**config.mk**
```make
export PLATFORM = sky130hd
export DESIGN_NAME = pes_timestamp_parser
export DESIGN_NICKNAME = d
export VERILOG_FILES = /design/src/source/pes_pkg.sv /design/src/source/pes_byte_if.sv /design/src/source/header_byte_classifier.sv /design/src/source/timestamp_assembler.sv /design/src/source/header_sequencer.sv /design/src/source/pes_timestamp_parser.sv
export SDC_FILE = /design/constraint.sdc
export NUM_CORES = 1
export LEC_CHECK = 0
export ABC_AREA = 1
export ABC_CLOCK_PERIOD_IN_PS = 15500
export BUFFER_PORTS_ARGS = -buffer_cell sky130_fd_sc_hd__buf_2
export CORE_MARGIN = 2
export CORE_UTILIZATION = 40
export CTS_CLUSTER_DIAMETER = 150
export CTS_CLUSTER_SIZE = 24
export DETAILED_ROUTE_END_ITERATION = 7
export SLEW_MARGIN = 25
export SYNTH_ARGS = -nofsm -noshare
export SYNTH_HDL_FRONTEND = slang
export SYNTH_SLANG_ARGS = --single-unit
export TNS_END_PERCENT = 100
```
**constraint.sdc**
```tcl
create_clock -name read_signal -period 15.5 [get_ports read_signal]
set_clock_uncertainty 0.1 [all_clocks]
set_input_delay 2.325 -clock read_signal [delete_from_list [all_inputs] [get_ports read_signal]]
set_output_delay 2.325 -clock read_signal [all_outputs]
set_load 0.01 [all_outputs]
```
**src/source/pes_pkg.sv**
```systemverilog
package pes_pkg;

  localparam int TS_WIDTH       = 33;
  localparam int BYTE_WIDTH     = 8;
  localparam int TS_FIELD_BYTES = 5; // bytes in one PTS or DTS field

  localparam logic [BYTE_WIDTH-1:0] STUFF_BYTE = 8'hFF;
  localparam logic [BYTE_WIDTH-1:0] NO_TS_BYTE = 8'h0F; // header carries no timestamp

  // high nibble of the first field byte
  localparam logic [3:0] PREFIX_PTS     = 4'b0010;
  localparam logic [3:0] PREFIX_PTS_DTS = 4'b0011;
  localparam logic [3:0] PREFIX_DTS     = 4'b0001; // second field of a PTS and DTS header

  // time_bytes codes reported with done
  localparam logic [3:0] TB_NONE    = 4'd1;
  localparam logic [3:0] TB_PTS     = 4'd5;
  localparam logic [3:0] TB_PTS_DTS = 4'd10;
  localparam logic [3:0] TB_ERROR   = 4'd0;

  typedef enum logic [1:0]
  {
    kind_none,
    kind_pts,
    kind_pts_dts,
    kind_bad
  } header_kind_e;

  typedef enum logic [2:0]
  {
    st_idle,
    st_search,
    st_pts,
    st_dts,
    st_done
  } seq_state_e;

endpackage

```
**src/source/pes_byte_if.sv**
```systemverilog
`timescale 1ns/1ps

interface pes_byte_if;

  logic [pes_pkg::BYTE_WIDTH-1:0] data;
  logic                           valid;
  logic                           ready;
  logic                           start; // held high for the whole header exchange

  modport source
  (
    output data,
    output valid,
    output start,
    input  ready
  );

  // only the sequencer drives ready, the other blocks read it to see accepted bytes
  modport sink
  (
    input  data,
    input  valid,
    input  start,
    output ready
  );

endinterface

```
**src/source/header_byte_classifier.sv**
```systemverilog
`timescale 1ns/1ps

module header_byte_classifier #(
  parameter int MAX_STUFFING = 16
) (
  input  logic                 read_signal,
  input  logic                 rst,
  pes_byte_if.sink             bus,
  input  logic                 header_reset,
  output pes_pkg::header_kind_e kind,
  output logic                 kind_hit,
  output logic                 stuff_overflow
);

  localparam int COUNT_WIDTH = $clog2(MAX_STUFFING + 2);
  localparam logic [COUNT_WIDTH-1:0] COUNT_MAX = COUNT_WIDTH'(MAX_STUFFING);

  logic [COUNT_WIDTH-1:0] stuff_count;
  logic                   found;    // first non-stuffing byte already seen
  logic                   accept;
  logic                   is_stuff;

  assign accept   = bus.valid && bus.ready;
  assign is_stuff = (bus.data == pes_pkg::STUFF_BYTE);

  assign kind_hit       = accept && !found && !is_stuff;
  assign stuff_overflow = accept && !found && is_stuff && (stuff_count == COUNT_MAX);

  always_comb
  begin
    if (bus.data == pes_pkg::NO_TS_BYTE)
      kind = pes_pkg::kind_none;
    else if (bus.data[7:4] == pes_pkg::PREFIX_PTS)
      kind = pes_pkg::kind_pts;
    else if (bus.data[7:4] == pes_pkg::PREFIX_PTS_DTS)
      kind = pes_pkg::kind_pts_dts;
    else
      kind = pes_pkg::kind_bad;
  end

  always_ff @(posedge read_signal)
  begin
    if (rst || header_reset)
    begin
      stuff_count <= '0;
      found       <= 1'b0;
    end
    else if (accept && !found)
    begin
      if (!is_stuff)
        found <= 1'b1; // field bytes that follow may hold 0xFF too
      else if (stuff_count != COUNT_MAX)
        stuff_count <= stuff_count + 1'b1;
    end
  end

endmodule

```
**src/source/timestamp_assembler.sv**
```systemverilog
`timescale 1ns/1ps

module timestamp_assembler (
  input  logic                         read_signal,
  input  logic                         rst,
  pes_byte_if.sink                     bus,
  input  logic                         header_reset,
  output logic [pes_pkg::TS_WIDTH-1:0] ts_value,
  output logic                         markers_ok,
  output logic [3:0]                   field_prefix
);

  localparam int DEPTH = pes_pkg::TS_FIELD_BYTES - 1;

  // window[0] is the oldest byte, the current bus byte completes the field
  logic [pes_pkg::BYTE_WIDTH-1:0] window [DEPTH];
  logic                           accept;

  assign accept = bus.valid && bus.ready;

  always_ff @(posedge read_signal)
  begin
    if (rst || header_reset)
    begin
      for (int i = 0; i < DEPTH; i++)
        window[i] <= '0;
    end
    else if (accept)
    begin
      for (int i = 0; i < DEPTH - 1; i++)
        window[i] <= window[i + 1];
      window[DEPTH-1] <= bus.data;
    end
  end

  // 3 + 8 + 7 + 8 + 7 bits from the five field bytes
  assign ts_value = {
    window[0][3:1],
    window[1],
    window[2][7:1],
    window[3],
    bus.data[7:1]
  };

  assign markers_ok   = window[0][0] && window[2][0] && bus.data[0];
  assign field_prefix = window[0][7:4];

endmodule

```
**src/source/header_sequencer.sv**
```systemverilog
`timescale 1ns/1ps

module header_sequencer (
  input  logic                         read_signal,
  input  logic                         rst,
  pes_byte_if.sink                     bus,
  input  pes_pkg::header_kind_e        kind,
  input  logic                         kind_hit,
  input  logic                         stuff_overflow,
  input  logic [pes_pkg::TS_WIDTH-1:0] ts_value,
  input  logic                         markers_ok,
  input  logic [3:0]                   field_prefix,
  output logic                         header_reset,
  output logic [pes_pkg::TS_WIDTH-1:0] pts,
  output logic [pes_pkg::TS_WIDTH-1:0] dts,
  output logic [3:0]                   time_bytes,
  output logic                         header_error,
  output logic                         done
);

  // the PTS field starts with the classified byte, so four more follow it
  localparam logic [2:0] LAST_PTS = 3'(pes_pkg::TS_FIELD_BYTES - 2);
  localparam logic [2:0] LAST_DTS = 3'(pes_pkg::TS_FIELD_BYTES - 1);

  pes_pkg::seq_state_e          state;
  logic [2:0]                   cnt;
  logic                         dual;   // header carries a DTS field after the PTS
  logic                         accept;
  logic                         finish;
  logic [3:0]                   code;
  logic [pes_pkg::TS_WIDTH-1:0] pts_capture;

  assign bus.ready = bus.start && (state == pes_pkg::st_search ||
                                   state == pes_pkg::st_pts ||
                                   state == pes_pkg::st_dts);

  assign accept       = bus.valid && bus.ready;
  assign header_reset = (state == pes_pkg::st_done) && !bus.start; // clears blocks as done falls

  always_comb
  begin
    finish = 1'b0;
    code   = pes_pkg::TB_ERROR;
    case (state)
      pes_pkg::st_search:
      begin
        if (stuff_overflow)
          finish = 1'b1;
        else if (kind_hit && kind == pes_pkg::kind_none)
        begin
          finish = 1'b1;
          code   = pes_pkg::TB_NONE;
        end
        else if (kind_hit && kind == pes_pkg::kind_bad)
          finish = 1'b1;
      end
      pes_pkg::st_pts:
      begin
        if (accept && cnt == LAST_PTS)
        begin
          if (!markers_ok)
            finish = 1'b1;
          else if (!dual)
          begin
            finish = 1'b1;
            code   = pes_pkg::TB_PTS;
          end
        end
      end
      pes_pkg::st_dts:
      begin
        if (accept && cnt == LAST_DTS)
        begin
          finish = 1'b1;
          if (markers_ok && field_prefix == pes_pkg::PREFIX_DTS)
            code = pes_pkg::TB_PTS_DTS;
        end
      end
      default:
        finish = 1'b0;
    endcase
  end

  always_ff @(posedge read_signal)
  begin
    if (state == pes_pkg::st_pts && accept && cnt == LAST_PTS)
      pts_capture <= ts_value;
  end

  always_ff @(posedge read_signal)
  begin
    if (rst)
    begin
      state        <= pes_pkg::st_idle;
      cnt          <= '0;
      dual         <= 1'b0;
      done         <= 1'b0;
      header_error <= 1'b0;
      time_bytes   <= pes_pkg::TB_ERROR;
      pts          <= '0;
      dts          <= '0;
    end
    else if (finish)
    begin
      state        <= pes_pkg::st_done;
      done         <= 1'b1;
      header_error <= (code == pes_pkg::TB_ERROR);
      time_bytes   <= code;
      if (code == pes_pkg::TB_PTS)
        pts <= ts_value;
      else if (code == pes_pkg::TB_PTS_DTS)
        pts <= pts_capture;
      else
        pts <= '0;
      dts <= (code == pes_pkg::TB_PTS_DTS) ? ts_value : '0;
    end
    else
    begin
      case (state)
        pes_pkg::st_idle:
          if (bus.start)
            state <= pes_pkg::st_search;
        pes_pkg::st_search:
        begin
          if (kind_hit)
          begin
            state <= pes_pkg::st_pts;
            cnt   <= '0;
            dual  <= (kind == pes_pkg::kind_pts_dts);
          end
        end
        pes_pkg::st_pts:
        begin
          if (accept && cnt == LAST_PTS)
          begin
            state <= pes_pkg::st_dts;
            cnt   <= '0;
          end
          else if (accept)
            cnt <= cnt + 1'b1;
        end
        pes_pkg::st_dts:
          if (accept)
            cnt <= cnt + 1'b1;
        pes_pkg::st_done:
        begin
          if (!bus.start)
          begin
            state <= pes_pkg::st_search;
            done  <= 1'b0;
          end
        end
        default:
          state <= pes_pkg::st_idle;
      endcase
    end
  end

endmodule

```
**src/source/pes_timestamp_parser.sv**
```systemverilog
`timescale 1ns/1ps

module pes_timestamp_parser #(
  parameter int MAX_STUFFING = 16
) (
  input  logic                           read_signal,
  input  logic                           rst,
  input  logic                           start,
  input  logic [pes_pkg::BYTE_WIDTH-1:0] data_byte,
  input  logic                           byte_valid,
  output logic                           byte_ready,
  output logic                           done,
  output logic                           header_error,
  output logic [3:0]                     time_bytes,
  output logic [pes_pkg::TS_WIDTH-1:0]   pts,
  output logic [pes_pkg::TS_WIDTH-1:0]   dts
);

  pes_byte_if bus ();

  pes_pkg::header_kind_e        kind;
  logic                         kind_hit;
  logic                         stuff_overflow;
  logic [pes_pkg::TS_WIDTH-1:0] ts_value;
  logic                         markers_ok;
  logic [3:0]                   field_prefix;
  logic                         header_reset;

  assign bus.data   = data_byte;
  assign bus.valid  = byte_valid;
  assign bus.start  = start;
  assign byte_ready = bus.ready;

  header_byte_classifier #(
    .MAX_STUFFING (MAX_STUFFING)
  ) u_classifier (
    .read_signal    (read_signal),
    .rst            (rst),
    .bus            (bus),
    .header_reset   (header_reset),
    .kind           (kind),
    .kind_hit       (kind_hit),
    .stuff_overflow (stuff_overflow)
  );

  timestamp_assembler u_assembler (
    .read_signal  (read_signal),
    .rst          (rst),
    .bus          (bus),
    .header_reset (header_reset),
    .ts_value     (ts_value),
    .markers_ok   (markers_ok),
    .field_prefix (field_prefix)
  );

  header_sequencer u_sequencer (
    .read_signal    (read_signal),
    .rst            (rst),
    .bus            (bus),
    .kind           (kind),
    .kind_hit       (kind_hit),
    .stuff_overflow (stuff_overflow),
    .ts_value       (ts_value),
    .markers_ok     (markers_ok),
    .field_prefix   (field_prefix),
    .header_reset   (header_reset),
    .pts            (pts),
    .dts            (dts),
    .time_bytes     (time_bytes),
    .header_error   (header_error),
    .done           (done)
  );

endmodule

```
======== Word level (Yosys, flattened, before mapping) ========
Memories as Yosys holds them, arrays and structs flattened.
Index checks and enable logic that the tools add are counted.
word-level totals
  flip-flop bits (word level) ............. 118
  memories ................................ 1
  logic and storage cells ................. 128
  memory bits (writable) .................. 32
  output and inout port bits .............. 73
  input port bits ......................... 12
memories
  name                depth  width  rd ports  clocked after Yosys merged registers in  write ports  RTL line                   RTL
  u_assembler.window  4      8      4         0                                        4            timestamp_assembler.sv:16  logic [pes_pkg::BYTE_WIDTH-1:0] window [DEPTH];
operators by class
  reduce and logical (&&, ||, !) cells .... 35
  equal/unequal tests ..................... 27
  muxes and demuxes ....................... 44
  add/subtract/negate cells ............... 2
  bitwise gates (word level) .............. 7
operator list
  kind                                                  count
  2-to-1 mux 33 bit                                     3
  2-to-1 mux 8 bit                                      4
  2-to-1 mux 3 bit                                      9
  2-to-1 mux 4 bit                                      5
  2-to-1 mux 1 bit                                      17
  logical AND 1 bit                                     16
  case mux 3 bit (5 select lines)                       1
  case mux 4 bit (3 select lines)                       1
  AND reduction 5 bit                                   2
  equality test 3 x 2 -> 1 bit (second input constant)  3
  != test 3 x 2 -> 1 bit (second input constant)        3
  case mux 3 bit (3 select lines)                       1
  AND reduction 3 bit                                   3
  equality test 4 x 2 -> 1 bit (second input constant)  2
  equality test 8 x 4 -> 1 bit (second input constant)  1
  equality test 8 bit (second input constant)           1
  equality test 3 bit (second input constant)           2
  != test 2 x 1 -> 1 bit (second input constant)        3
  != test 2 bit (second input constant)                 3
  adder 5 x 1 -> 5 bit (second input constant)          1
  equality test 5 bit (second input constant)           1
  != test 5 bit (second input constant)                 1
  equality test 2 bit (second input constant)           2
  equality test 4 x 1 -> 1 bit (second input constant)  1
  other kinds (18)                                      29

======== Logic depth before layout (Yosys ltp) ========
  depth after elaboration ................. 14
  mapped depth ............................ 13
  gate-level depth less buffers ........... 11

======== Worst setup path after synthesis ========
OpenSTA, ideal clock, no wires.
  path type ............................... in2reg
  from .................................... input start
  to ...................................... register u_sequencer.pts_capture[0] (netlist name) (enable)
  buffers on the path ..................... 1
  data required time ...................... 14.894 ns
  library setup time ...................... 0.506 ns
  arrival time ............................ 6.171 ns
  slack ................................... 8.723 ns
  stages on the path ...................... 5
  cell sequence ........................... clkbuf_1 nand3_1 nor2_1 nand2_1 nor4_1
on the way
  cells in the longest elaborated chain, start to end .. 4
RTL lines
  element                         RTL line                   RTL
  start, declared                 pes_timestamp_parser.sv:8  input logic start,
  logical AND 1 bit               header_sequencer.sv:33     assign bus.ready = bus.start && (state == pes_pkg::st_search ||
  logical AND 1 bit               header_sequencer.sv:37     assign accept = bus.valid && bus.ready;
  logical AND 1 bit (2 in a row)  header_sequencer.sv:86     if (state == pes_pkg::st_pts && accept && cnt == LAST_PTS)
  end signal, assigned            header_sequencer.sv:87     pts_capture <= ts_value;
  end, declared                   header_sequencer.sv:31     logic [pes_pkg::TS_WIDTH-1:0] pts_capture;
Every way passes these cells.
A chain may end at the register's enable or synchronous reset.

======== Final worst setup path ========
  from .................................... input start
  to ...................................... output byte_ready
on the way
  cells in the longest elaborated chain, start to end .. 1
RTL lines
  element            RTL line                    RTL
  logical AND 1 bit  header_sequencer.sv:33
  end, declared      pes_timestamp_parser.sv:11  output logic byte_ready,
Every way passes these cells.

==> metrics.txt <==
post-synth top area share 0.3315; Synthesized Nets 654; Clock power frac 0.429; power density over the cells 128.4 mW/mm2; row cnt 44; Post-synth EDFFs 65; total CTS buffers 17; post-CTS resize count 0; HPWL after DPL 9389 um; Hold Vio Cnt, Final 0; Synth area leaders edfxtp_1, dfxtp_1, inv_1, nand2_1, nand3_1; Boundary Pins 85; RSZ-0062 raised after global routing false; post-layout net count 734; post-synthesis register bit count 149; worst path cell trace buf_2 > nand3_1 > inv_1 > buf_2; total track usage 0.1901; die width 125.3 um; Port Buf Inserts 84; dpl cell area 0.006465 mm2; Skew-Pair Late Insertion Delay 0.42 ns; final instance area 0.007015 mm2; 1st-iter DRT viols 399; RR Startpoint u_sequencer.state[0]; Combinational Power Share 0.083; Placer Congestion 0.8330; crit-path max cell delay 0.18 ns; multi-input logic area 0.001640 mm2; sequential power share 0.487; reg2reg end u_sequencer.pts[23]; Die H 125.3 um; Unique masters post-synth 27; filler instances 1369; most frequent cells in the layout inv_1, buf_2, dfxtp_1, nand2_1, edfxtp_1; Synth Area per Inst 9.244 um2; hold path startpoint u_assembler.window[0][24]; first-pass GRT wire length 23470 um; die footprint 0.01571 mm2; initial antenna violation count 0; Cells after DPL 882; Post-CTS Setup Repair Bufs 0; clock root buffer master clkbuf_16; reg2reg setup slack 12.73 ns; Pint 676.7 uW; crit path kind in2out; largest net degree at the start of global routing 41; core area 0.01448 mm2; reg2reg path depth 7; synthesized instance count 637; P_leak 2.945 nW; grt ovf 0; Tcrit/Tclk final 0.3370; WL final 14470 um; Starting Density 0.4067; Slowest-stage cell, CP buf_2; Layout area overhead 19.15%; P_sw 224.2 uW; Worst Path Required 13.07 ns; Max-cap violations 0; f_max 191.4 MHz; Netlist Area Pre-Place 0.005888 mm2; Worst setup EP type output pin; non-filler cells, final 913; CTS H-Tree Depth 4; Diodes inserted 0; Reg area 0.003633 mm2; synth warn 0; Finished Core Util 0.4845; vias in the first global route 4545; cell repeated most along the worst path buf_2; Slew @ Worst Pin 0.9038 ns; CTS Sinks 149; clock slew at reported path FFs 0.06 ns; Hold EP u_sequencer.pts_capture[7]; commonest non-fill, non-tap cell in the layout inv_1; Residual DRC 0; Setup crit start kind input port; maximum vdd drop 0.00008990 V; TNS Setup 0 ns; FFs w/ async S/R, synth 0; post-DR wirelength/cell 15.85 um; CP Data Arrival Time 2.80 ns; drt pass-1 iters 5; CTS tree done; clk buf depth 2; vias after detailed routing 4653; DR vias/cell 5.096; Tmin final 5.224 ns; Setup-failing EPs final 0; Worst slew margin 0.3968; worst hold path type reg2reg; status finished clean; leading area contributor after synthesis edfxtp_1; Worst Hold Depth 0; fin. max-slew vios 0; CTS Hold Bufs 0; CP Max Fanout 8; Most used DFF post-synth dfxtp_1; Sw Ratio 0.2489; sequential area share after synthesis 0.6171; layout cells sized above 1 0.1742; Routed Antenna Nets 0
power by group through the flow:
| stage | logic (mW) | clock network, mW | registers, mW |
|---|---|---|---|
| floorplan | 0.0532 | 0 | 0.444 |
| global placement | 0.0736 | 0 | 0.446 |
| detailed placement | 0.0748 | 0 | 0.447 |
| CTS | 0.0753 | 0.392 | 0.439 |
| global route | 0.0852 | 0.409 | 0.441 |
| finish | 0.0752 | 0.387 | 0.439 |
critical path: cells and delay by family:
kind / cells / cell delay, ns
buffers and inverters: 3 / 0.36
and+or+nand+nor: 1 / 0.12
worst max path at each step:
stage	cells past startpoint	slack [ns]	to	from
6_report	4	10.28	byte_ready	start
5_1_grt	4	10.22	byte_ready	start
4_1_cts	4	10.27	byte_ready	start
3_5_place_dp	4	10.26	byte_ready	start
3_3_place_gp	4	10.27	byte_ready	start
2_1_floorplan	5	8.72	u_sequencer.pts_capture[0]	start
Yosys cell counts, types with 2 or more instances:
| cell type | count |
|---|---|
| nand2_1 | 75 |
| edfxtp_1 | 65 |
| buf_6 | 2 |
| nor2_1 | 51 |
| o21ai_1 | 20 |
| ha_1 | 5 |
| buf_2 | 7 |
| clkbuf_1 | 19 |
| o22ai_1 | 33 |
| buf_4 | 2 |
| nand3b_1 | 2 |
| dfxtp_1 | 84 |
| inv_1 | 126 |
| inv_2 | 2 |
| nand4_1 | 16 |
| o21ai_0 | 22 |
| nor3_1 | 6 |
| a21oi_1 | 45 |
| nand3_1 | 47 |
metrics by stage:
stage                     setup slack (ns)  hold WS (ns)  power, mW
final                                10.28        0.3520     0.9009
after global routing                 10.22        0.3671     0.9347
after CTS                            10.27        0.3516     0.9066
after detailed placement             10.26        0.3352     0.5221
after global placement               10.27        0.3313     0.5195
after floorplan                      8.723        0.3264     0.4971
sequential cells by signal, indices dropped and copies added, names as in the netlist:
register and cells:
u_sequencer.done 1, u_assembler.window 32, u_sequencer.dual 1, u_sequencer.dts 33, u_sequencer.cnt 3, u_classifier.found 1, u_sequencer.header_error 1, u_sequencer.pts 33
u_sequencer.time_bytes 3, u_sequencer.pts_capture 33, u_sequencer.state 3, u_classifier.stuff_count 5
kinds of logic after synthesis:
logic type / share of synthesized area
AO/OA/AOI/OAI: 0.1101
buffers and inverters: 0.1067
adder cells (fa/ha/maj): 0.01062
AND/OR/NAND/NOR: 0.1555
flip-flops: 0.6171
final cells by class:
cell class / count / share of cell area
Clock inverter: 10 / 0.01141
Sequential cell: 149 / 0.5179
Clock buffer: 21 / 0.06706
Inverter: 128 / 0.06849
Multi-Input combinational cell: 329 / 0.2338
Tap cell: 184 / 0.03282
Timing Repair Buffer: 92 / 0.06849
per-layer routing:
layer,GRT usage,vias to the layer above,share of wire
met5,0,-,0
met4,0.06209,0,0.012
met3,0.04878,17,0.066
met2,0.3005,169,0.46
met1,0.2570,2210,0.46
li1,-,2257,-
Note: power is estimated with default switching activity, not from simulation.
